### src/logic/accel_cfg.svh
`ifndef ACCEL_CFG_SVH
`define ACCEL_CFG_SVH

// ==============================
// tile sizing
// ==============================

// request buffer between ingress and multiplier
`define ACCEL_FIFO_DEPTH 4

// register stages from issue to output queue write
`define ACCEL_MUL_STAGES 3

// response queue entries, also the issue credit limit
`define ACCEL_OUT_DEPTH  4

`endif

### src/logic/accelPkg.sv
package accelPkg;

   // ==============================
   // fabric addressing
   // ==============================

   typedef struct packed {
      logic [1:0] x;                  // mesh column
      logic [1:0] y;                  // mesh row
   } tileIdT;                         // 4 bits

   typedef logic [3:0] tagT;          // requester's transaction tag

   // ==============================
   // multiply opcodes
   // ==============================

   // low two bits of the rv32m funct3 for the multiply group
   typedef enum logic [1:0] {
      opMul    = 2'b00,               // low word, sign does not matter
      opMulh   = 2'b01,               // signed x signed, high word
      opMulhsu = 2'b10,               // signed x unsigned, high word
      opMulhu  = 2'b11                // unsigned x unsigned, high word
   } mulOpT;

   // ==============================
   // fabric transaction
   // ==============================

   typedef struct packed {
      tileIdT      dst;               // target tile
      tileIdT      src;               // sender, responses go back here
      tagT         tag;
      mulOpT       op;
      logic [31:0] dataA;             // operand a, result on the way back
      logic [31:0] dataB;             // operand b, zero on the way back
      logic [5:0]  rsvd;              // pad to 84 bits
   } tileTransT;

   // ==============================
   // decoded multiply request
   // ==============================

   typedef struct packed {
      tileIdT      requester;         // taken from the incoming src
      tagT         tag;
      mulOpT       op;
      logic [31:0] opA;
      logic [31:0] opB;
   } mulReqT;                         // 74 bits

endpackage

### src/logic/fabricIngress.sv
`timescale 1ns/1ns

module fabricIngress (
   input  logic                   Clock         ,
   input  logic                   arstN         ,
   input  var accelPkg::tileIdT   localTileId   , // this tile's mesh position
   // ==============================
   // fabric side
   // ==============================
   input  logic                   inFabricValid ,
   input  var accelPkg::tileTransT inFabric     ,
   output logic                   inFabricReady ,
   // ==============================
   // request buffer side
   // ==============================
   output logic                   ingValid      ,
   output accelPkg::mulReqT       ingReq        ,
   input  logic                   ingReady
);

logic              acceptEn;      // opens the port one cycle after reset
logic              inXfer;        // fabric handshake this cycle
logic              isLocal;       // dst matches our id
accelPkg::mulReqT  decReq;        // fields remapped for the multiplier

// ==============================
// destination filter and decode
// ==============================

assign isLocal = (inFabric.dst == localTileId);

always_comb begin
   decReq.requester = inFabric.src;   // answer goes back to sender
   decReq.tag       = inFabric.tag;
   decReq.op        = inFabric.op;
   decReq.opA       = inFabric.dataA;
   decReq.opB       = inFabric.dataB;
end

// take a new one if the slot is empty or drains this cycle
assign inFabricReady = acceptEn && (!ingValid || ingReady);
assign inXfer        = inFabricValid && inFabricReady;

// ==============================
// port enable
// ==============================

always_ff @(posedge Clock or negedge arstN) begin
   if (!arstN) begin
      acceptEn <= 1'b0;               // closed while in reset
   end else begin
      acceptEn <= 1'b1;               // open from the first cycle after
   end
end

// ==============================
// one-entry output register
// ==============================

always_ff @(posedge Clock or negedge arstN) begin
   if (!arstN) begin
      ingValid <= 1'b0;
   end else if (inXfer && isLocal) begin
      ingValid <= 1'b1;               // new request, replaces a drained one
   end else if (ingReady) begin
      ingValid <= 1'b0;               // drained, or misrouted one swallowed
   end
end

always_ff @(posedge Clock) begin
   if (inXfer && isLocal) begin
      ingReq <= decReq;               // payload only moves with valid
   end
end

endmodule

### src/logic/reqFifo.sv
`timescale 1ns/1ns
`include "accel_cfg.svh"

module reqFifo (
   input  logic                Clock     ,
   input  logic                arstN     ,
   // ==============================
   // write side, from ingress
   // ==============================
   input  logic                ingValid  ,
   input  var accelPkg::mulReqT ingReq   ,
   output logic                ingReady  ,
   // ==============================
   // read side, to multiplier
   // ==============================
   output logic                fifoValid ,
   output accelPkg::mulReqT    fifoReq   ,
   input  logic                fifoReady
);

localparam int Depth = `ACCEL_FIFO_DEPTH;
localparam int PtrW  = (Depth > 1) ? $clog2(Depth) : 1;
localparam int CntW  = $clog2(Depth + 1);

accelPkg::mulReqT  mem [Depth];   // circular storage
logic [PtrW-1:0]   wrPtr;
logic [PtrW-1:0]   rdPtr;
logic [CntW-1:0]   count;         // entries held, 0..Depth
logic              full;
logic              empty;
logic              wrEn;
logic              rdEn;

assign full  = (count == CntW'(Depth));
assign empty = (count == '0);

// a full buffer still takes a write when the head leaves in the same cycle
assign ingReady  = !full || fifoReady;
assign fifoValid = !empty;
assign fifoReq   = mem[rdPtr];        // head, first in first out

assign wrEn = ingValid && ingReady;
assign rdEn = fifoValid && fifoReady;

// ==============================
// storage
// ==============================

always_ff @(posedge Clock) begin
   if (wrEn) begin
      mem[wrPtr] <= ingReq;
   end
end

// ==============================
// pointers and count
// ==============================

always_ff @(posedge Clock or negedge arstN) begin
   if (!arstN) begin
      wrPtr <= '0;
      rdPtr <= '0;
      count <= '0;
   end else begin
      if (wrEn) begin
         wrPtr <= (wrPtr == PtrW'(Depth - 1)) ? '0 : wrPtr + 1'b1;   // wrap
      end
      if (rdEn) begin
         rdPtr <= (rdPtr == PtrW'(Depth - 1)) ? '0 : rdPtr + 1'b1;
      end
      case ({wrEn, rdEn})
         2'b10:   count <= count + 1'b1;
         2'b01:   count <= count - 1'b1;
         default: count <= count;     // both or neither
      endcase
   end
end

endmodule

### src/logic/mulUnit.sv
`timescale 1ns/1ns
`include "accel_cfg.svh"

module mulUnit (
   input  logic                 Clock          ,
   input  logic                 arstN          ,
   input  var accelPkg::tileIdT localTileId    , // goes out as src
   // ==============================
   // request side, from the buffer
   // ==============================
   input  logic                 fifoValid      ,
   input  var accelPkg::mulReqT fifoReq        ,
   output logic                 fifoReady      ,
   // ==============================
   // fabric out
   // ==============================
   output logic                 outFabricValid ,
   output accelPkg::tileTransT  outFabric      ,
   input  logic                 fabReady
);

localparam int Stages   = `ACCEL_MUL_STAGES;
localparam int OutDepth = `ACCEL_OUT_DEPTH;
localparam int PtrW     = (OutDepth > 1) ? $clog2(OutDepth) : 1;
localparam int CntW     = $clog2(OutDepth + 1);

// sideband plus product, moves down the pipe
typedef struct packed {
   accelPkg::tileIdT requester;
   accelPkg::tagT    tag;
   accelPkg::mulOpT  op;
   logic [63:0]      prod;
} stgT;

// one response waiting for the fabric
typedef struct packed {
   accelPkg::tileIdT requester;
   accelPkg::tagT    tag;
   accelPkg::mulOpT  op;
   logic [31:0]      result;
} rspT;

logic                issue;           // request taken this cycle
logic                aSigned;
logic                bSigned;
logic signed [32:0]  extA;            // one extra bit carries the sign
logic signed [32:0]  extB;
logic signed [65:0]  fullProd;
logic [Stages-1:0]   stgValid;
stgT                 stgData [Stages];
stgT                 lastStg;
rspT                 rspIn;           // selected word, queue write data
rspT                 outQ [OutDepth];
rspT                 headRsp;
logic [PtrW-1:0]     wrPtr;
logic [PtrW-1:0]     rdPtr;
logic [CntW-1:0]     outCnt;          // queued responses
logic [CntW-1:0]     creditCnt;       // in flight plus queued
logic                push;
logic                pop;

// ==============================
// issue and operand extension
// ==============================

// never more in flight than the queue can absorb
assign fifoReady = (creditCnt < CntW'(OutDepth));
assign issue     = fifoValid && fifoReady;

assign aSigned = (fifoReq.op != accelPkg::opMulhu);     // mul, mulh, mulhsu
assign bSigned = (fifoReq.op == accelPkg::opMulh) ||
                 (fifoReq.op == accelPkg::opMul);

always_comb begin
   extA     = {aSigned & fifoReq.opA[31], fifoReq.opA};
   extB     = {bSigned & fifoReq.opB[31], fifoReq.opB};
   fullProd = extA * extB;            // 33x33 signed covers all four forms
end

// ==============================
// multiplier pipeline
// ==============================

always_ff @(posedge Clock or negedge arstN) begin
   if (!arstN) begin
      stgValid <= '0;
   end else begin
      stgValid[0] <= issue;
      for (int i = 1; i < Stages; i++) begin
         stgValid[i] <= stgValid[i-1];
      end
   end
end

always_ff @(posedge Clock) begin
   if (issue) begin
      stgData[0].requester <= fifoReq.requester;
      stgData[0].tag       <= fifoReq.tag;
      stgData[0].op        <= fifoReq.op;
      stgData[0].prod      <= fullProd[63:0];     // top two bits are sign only
   end
   for (int i = 1; i < Stages; i++) begin
      stgData[i] <= stgData[i-1];     // retimed into the multiplier by synthesis
   end
end

// ==============================
// word select into the queue
// ==============================

assign lastStg = stgData[Stages-1];
assign push    = stgValid[Stages-1];

always_comb begin
   rspIn.requester = lastStg.requester;
   rspIn.tag       = lastStg.tag;
   rspIn.op        = lastStg.op;
   rspIn.result    = (lastStg.op == accelPkg::opMul) ? lastStg.prod[31:0]
                                                     : lastStg.prod[63:32];
end

always_ff @(posedge Clock) begin
   if (push) begin
      outQ[wrPtr] <= rspIn;           // credit guarantees a free slot
   end
end

// ==============================
// queue pointers and credit
// ==============================

assign pop = outFabricValid && fabReady;

always_ff @(posedge Clock or negedge arstN) begin
   if (!arstN) begin
      wrPtr     <= '0;
      rdPtr     <= '0;
      outCnt    <= '0;
      creditCnt <= '0;
   end else begin
      if (push) begin
         wrPtr <= (wrPtr == PtrW'(OutDepth - 1)) ? '0 : wrPtr + 1'b1;
      end
      if (pop) begin
         rdPtr <= (rdPtr == PtrW'(OutDepth - 1)) ? '0 : rdPtr + 1'b1;
      end
      case ({push, pop})
         2'b10:   outCnt <= outCnt + 1'b1;
         2'b01:   outCnt <= outCnt - 1'b1;
         default: outCnt <= outCnt;
      endcase
      case ({issue, pop})             // credit back only when it leaves the tile
         2'b10:   creditCnt <= creditCnt + 1'b1;
         2'b01:   creditCnt <= creditCnt - 1'b1;
         default: creditCnt <= creditCnt;
      endcase
   end
end

// ==============================
// response formatting
// ==============================

assign headRsp        = outQ[rdPtr];
assign outFabricValid = (outCnt != '0);

always_comb begin
   outFabric       = '0;
   outFabric.dst   = headRsp.requester;   // back to whoever asked
   outFabric.src   = localTileId;
   outFabric.tag   = headRsp.tag;
   outFabric.op    = headRsp.op;
   outFabric.dataA = headRsp.result;
   outFabric.dataB = '0;
end

endmodule

### src/logic/accelTileTop.sv
`timescale 1ns/1ns

module accelTileTop (
   input  logic                    Clock          ,
   input  logic                    arstN          ,
   input  var accelPkg::tileIdT    localTileId    ,
   // ==============================
   // fabric in
   // ==============================
   input  logic                    inFabricValid  ,
   input  var accelPkg::tileTransT inFabric       ,
   output logic                    inFabricReady  ,
   // ==============================
   // fabric out
   // ==============================
   output logic                    outFabricValid ,
   output accelPkg::tileTransT     outFabric      ,
   input  logic                    fabReady
);

logic              ingValid;      // ingress -> buffer
accelPkg::mulReqT  ingReq;
logic              ingReady;
logic              fifoValid;     // buffer -> multiplier
accelPkg::mulReqT  fifoReq;
logic              fifoReady;

fabricIngress fabricIngress (
   .Clock          ( Clock          ),
   .arstN          ( arstN          ),
   .localTileId    ( localTileId    ),
   .inFabricValid  ( inFabricValid  ),
   .inFabric       ( inFabric       ),
   .inFabricReady  ( inFabricReady  ),
   .ingValid       ( ingValid       ),
   .ingReq         ( ingReq         ),
   .ingReady       ( ingReady       )
);

reqFifo reqFifo (
   .Clock          ( Clock          ),
   .arstN          ( arstN          ),
   .ingValid       ( ingValid       ),
   .ingReq         ( ingReq         ),
   .ingReady       ( ingReady       ),
   .fifoValid      ( fifoValid      ),
   .fifoReq        ( fifoReq        ),
   .fifoReady      ( fifoReady      )
);

mulUnit mulUnit (
   .Clock          ( Clock          ),
   .arstN          ( arstN          ),
   .localTileId    ( localTileId    ), // src of every response
   .fifoValid      ( fifoValid      ),
   .fifoReq        ( fifoReq        ),
   .fifoReady      ( fifoReady      ),
   .outFabricValid ( outFabricValid ),
   .outFabric      ( outFabric      ),
   .fabReady       ( fabReady       )
);

endmodule

### config.mk
export PLATFORM = sky130hd
export DESIGN_NAME = accelTileTop
export DESIGN_NICKNAME = d
export VERILOG_FILES = /design/src/logic/accelPkg.sv /design/src/logic/fabricIngress.sv /design/src/logic/reqFifo.sv /design/src/logic/mulUnit.sv /design/src/logic/accelTileTop.sv
export VERILOG_INCLUDE_DIRS = /design/src /design/src/logic
export SDC_FILE = /design/constraint.sdc
export NUM_CORES = 2
export LEC_CHECK = 0
export BUFFER_PORTS_ARGS = -buffer_cell sky130_fd_sc_hd__buf_2
export CAP_MARGIN = 20
export CORE_ASPECT_RATIO = 1.5
export CORE_MARGIN = 2
export CORE_UTILIZATION = 58
export DETAILED_ROUTE_END_ITERATION = 7
export HOLD_SLACK_MARGIN = 0.05
export PLACE_DENSITY = 0.87
export SYNTH_ARGS = -nofsm -noshare
export SYNTH_HDL_FRONTEND = slang
export SYNTH_SLANG_ARGS = --single-unit
export TNS_END_PERCENT = 1
### constraint.sdc
create_clock -name Clock -period 14.9 [get_ports Clock]
set_input_delay 2.235 -clock Clock [delete_from_list [all_inputs] [get_ports Clock]]
set_output_delay 2.235 -clock Clock [all_outputs]
set_load 0.02 [all_outputs]
==> impl_metrics.sql <==
INSERT INTO impl_metrics (metric_group, metric, value, unit) VALUES
('timing', 'whs', '315', 'ps'),
('clock_tree', 'cts_max_path_buffers', '3', ''),
('drt', 'drc', '0', ''),
('clock_tree', 'worst_setup_hold_path_clk_slew', '70', 'ps'),
('critical_path', 'critical_path_buf_inv_count', '7', ''),
('critical_path', 'worst_path_max_delay_cell', 'sky130_fd_sc_hd__buf_4', ''),
('clock_tree', 'cts.sinks', '782', ''),
('global_route', 'grt_usage', '29.9', '%'),
('drt', 'wirelength_met1', '50900', 'µm'),
('final_layout', 'mostFrequentLayoutCells', '1128 x sky130_fd_sc_hd__fa_1, 1112 x sky130_fd_sc_hd__inv_1, 783 x sky130_fd_sc_hd__nand2_1, 612 x sky130_fd_sc_hd__edfxtp_1, 240 x sky130_fd_sc_hd__nor2_1', ''),
('floorplan', 'die-height', '410', 'µm'),
('yosys', 'synth_enable_flop_cells', '612', ''),
('floorplan', 'die_area', '113000', 'µm²'),
('yosys', 'synth.cell_area', '63800', 'µm²'),
('placement', 'port_buffers', '133', ''),
('yosys', 'post-synth-top-area-fraction', '35.4', '%'),
('critical_path', 'cp_common_cell', 'sky130_fd_sc_hd__fa_1', ''),
('floorplan', 'top_level_ports', '178', ''),
('final_layout', 'nets_final', '6839', ''),
('placement', 'place.gp.congestion', '0.959', ''),
('drt', 'detail-route-antenna-nets', '0', ''),
('global_route', 'vias_in_the_first_global_route', '44845', ''),
('drt', 'totalWireLength', '160000', 'µm'),
('yosys', 'synth_ff_type', 'sky130_fd_sc_hd__edfxtp_1', ''),
('placement', 'post-dp-hpwl', '115000', 'µm'),
('drt', 'route.detailed.vias_per_inst', '5.83', ''),
('drt', 'dr.pass1.iters', '8', ''),
('yosys', 'synth.distinct_cells', '69', ''),
('run', 'cap_violations', '0', ''),
('drt', 'wl_per_cell', '23.3', 'µm'),
('timing', 'slew_headroom', '20.7', '%'),
('clock_tree', 'clockRootBuffer', 'sky130_fd_sc_hd__clkbuf_16', ''),
('drt', 'via_count', '40155', ''),
('timing', 'setup_tns', '0', 'ps'),
('timing', 'timing.final.setup_violations', '0', ''),
('floorplan', 'floorplan.core_area', '110000', 'µm²'),
('global_route', 'grt_first_pass_wirelength', '249000', 'µm'),
('critical_path', 'critPathRequiredTime', '15400', 'ps'),
('yosys', 'sequential_share_of_the_synthesized_area', '34.3', '%'),
('critical_path', 'timing.critical_path.slowest_cell_delay', '710', 'ps'),
('yosys', 'synth.largest_area_cell', 'sky130_fd_sc_hd__fa_1', ''),
('yosys', 'postSynth.asyncResetShare', '2.81', '%'),
('clock_tree', 'tritoncts_clock_tree', 'done', ''),
('drt', 'met2_wl', '77900', 'µm'),
('critical_path', 'critPathKind', 'register to register', ''),
('final_layout', 'final_common_cell', 'sky130_fd_sc_hd__fa_1', ''),
('status', 'run_status', 'finished clean', ''),
('final_layout', 'area_delta_synth_final', '6.75', '%'),
('clock_tree', 'post_cts_hold_buffer_count', '0', ''),
('critical_path', 'cp-end-kind', 'register', ''),
('critical_path', 'cp-start-kind', 'register', ''),
('timing', 'fin_skew', '39.7', 'ps'),
('floorplan', 'initial_utilization', '58.2', '%'),
('clock_tree', 'worst_skew_pair.late_latency', '700', 'ps'),
('global_route', 'grt_max_degree', '122', ''),
('critical_path', 'worst_ep_arrival_time', '11410', 'ps'),
('critical_path', 'critical-path-top-delay-family', 'adder cells', ''),
('worst_hold_path', 'hold_path_class', 'register to register', ''),
('timing', 'finalCriticalPeriod', '10910', 'ps'),
('yosys', 'ys_top_cells_by_area', 'sky130_fd_sc_hd__fa_1 35%, sky130_fd_sc_hd__edfxtp_1 29%, sky130_fd_sc_hd__inv_1 6.5%', ''),
('clock_tree', 'htree_levels', '3', ''),
('yosys', 'synth.yosys.warnings', '0', ''),
('clock_tree', 'post_cts_resize_count', '0', ''),
('drt', 'drt_iter0_markers', '3733', ''),
('final_layout', 'drive_gt1_share', '9.43', '%'),
('yosys', 'synthCells', '5354', ''),
('timing', 'fmax', '0.0916', 'GHz'),
('timing', 'finalCritPeriodShare', '73.3', '%'),
('timing', 'worst_slew_pin_slew', '1190', 'ps'),
('yosys', 'ys_ff_latch', '782', ''),
('floorplan', 'placement_rows', '149', ''),
('yosys', 'syn_area_cell', '11.9', 'µm²'),
('floorplan', 'chipWidth', '275', 'µm'),
('global_route', 'antenna_violations_before_repair', '4', ''),
('clock_tree', 'cts_buf_count', '71', ''),
('global_route', 'globalRouteOverflowTotal', '0', ''),
('critical_path', 'critPathMaxFanout', '58', ''),
('clock_tree', 'postCtsSetupRepairBufs', '0', ''),
('timing', 'rsz0062_at_grt', 'false', ''),
('timing', 'final-max-slew-violation-count', '0', ''),
('timing', 'hold_violation_count_in_the_final_report', '0', ''),
('drt', 'dr.max_layer_used', 'met5', ''),
('drt', 'route.met3.wl', '17000', 'µm');
routing by layer:
metal | global-route usage (%) | up-vias
met3 | 7.85 | 905
met1 | 33.2 | 20215
met4 | 21.4 | 4
met5 | 0 | -
met2 | 49.6 | 2576
li1 | - | 16455
cell usage after synthesis, types with 3 or more instances:
cell type,n
sky130_fd_sc_hd__and3_1,13
sky130_fd_sc_hd__xnor2_1,60
sky130_fd_sc_hd__or3_1,9
sky130_fd_sc_hd__o31ai_1,3
sky130_fd_sc_hd__buf_1,3
sky130_fd_sc_hd__a31oi_1,7
sky130_fd_sc_hd__a21o_1,37
sky130_fd_sc_hd__dfxtp_1,148
sky130_fd_sc_hd__ha_1,225
sky130_fd_sc_hd__nand2b_1,6
sky130_fd_sc_hd__buf_2,100
sky130_fd_sc_hd__a21oi_1,67
sky130_fd_sc_hd__o211ai_1,4
sky130_fd_sc_hd__a211oi_1,7
sky130_fd_sc_hd__nor4_1,6
sky130_fd_sc_hd__clkbuf_1,125
sky130_fd_sc_hd__buf_4,51
sky130_fd_sc_hd__o21a_1,35
sky130_fd_sc_hd__edfxtp_1,612
sky130_fd_sc_hd__mux2i_1,31
sky130_fd_sc_hd__and2_1,111
sky130_fd_sc_hd__o21ai_0,39
sky130_fd_sc_hd__fa_1,1128
sky130_fd_sc_hd__nor2_1,242
sky130_fd_sc_hd__xor2_1,30
sky130_fd_sc_hd__inv_1,1112
sky130_fd_sc_hd__a21oi_2,4
sky130_fd_sc_hd__a21boi_0,3
sky130_fd_sc_hd__dfrtp_1,22
sky130_fd_sc_hd__a211oi_2,3
sky130_fd_sc_hd__nand3_1,19
sky130_fd_sc_hd__o21ai_1,28
sky130_fd_sc_hd__nor2b_1,58
sky130_fd_sc_hd__nand4_1,14
sky130_fd_sc_hd__mux4_2,87
sky130_fd_sc_hd__nand2_1,783
sky130_fd_sc_hd__o21bai_1,11
sky130_fd_sc_hd__mux2_2,62
sky130_fd_sc_hd__nor3_1,12
final timing paths:
path / start / endpoint / slack [ps] / depth (start not counted)
max in group asynchronous: arstN / reqFifo.rdPtr[1] / 12840 / 1
max: reqFifo.rdPtr[1] / mulUnit.stgData[0][59] / 3990 / 26
min: mulUnit.stgData[0][98] / mulUnit.stgData[0][172] / 310 / 0
min reg2reg: mulUnit.stgData[0][98] / mulUnit.stgData[0][172] / 310 / 0
min in group asynchronous: arstN / fabricIngress.ingValid / 1580 / 1
max reg2reg: reqFifo.rdPtr[1] / mulUnit.stgData[0][59] / 3990 / 26
sequential cells by signal (all words and copies together), names as in the netlist, 3 cells and up:
signal,count
mulUnit.outCnt,3
mulUnit.creditCnt,3
mulUnit.outQ,168
mulUnit.stgData,222
mulUnit.stgValid,3
reqFifo.count,3
fabricIngress.ingReq,74
reqFifo.mem,296
area by class of cell:
class,count,area (µm²)
clock buffer,94,2010
multi-input combinational,3214,36600
sequential,782,21900
timing repair buffer,212,1270
fill,7989,41500
antenna,4,10.0
tap,1434,1790
inverter,1113,4180
clock inverter,35,400
logic make-up (layout without fill, tap and decap cells):
kind of cell / after synthesis / count (layout) / synth area share (%)
other: 2 / 43 / 0.0118
XOR/XNOR: 90 / 90 / 1.24
buffers and inverters: 1395 / 1454 / 8.73
flip-flops: 782 / 782 / 34.3
AND/OR/NAND/NOR: 1280 / 1280 / 8.49
multiplexers: 182 / 182 / 4.69
AO/OA/AOI/OAI: 270 / 270 / 2.75
adder cells (fa/ha/maj): 1353 / 1353 / 39.8
metrics by stage:
step	cell area, µm²	utilization (%)	setup WS [ps]	std cells
6_report	68100	62.1	3990	6888
5_1_grt	68100	62.1	3810	6884
4_1_cts	68100	62.1	4210	6883
3_5_place_dp	65700	59.9	4310	6754
3_3_place_gp	65700	59.9	4410	6753
2_1_floorplan	64000	-	4620	5391
Power is left out: the tool's default activity adds up to more than one toggle a clock period on the data nets, which glitch-free logic cannot reach.
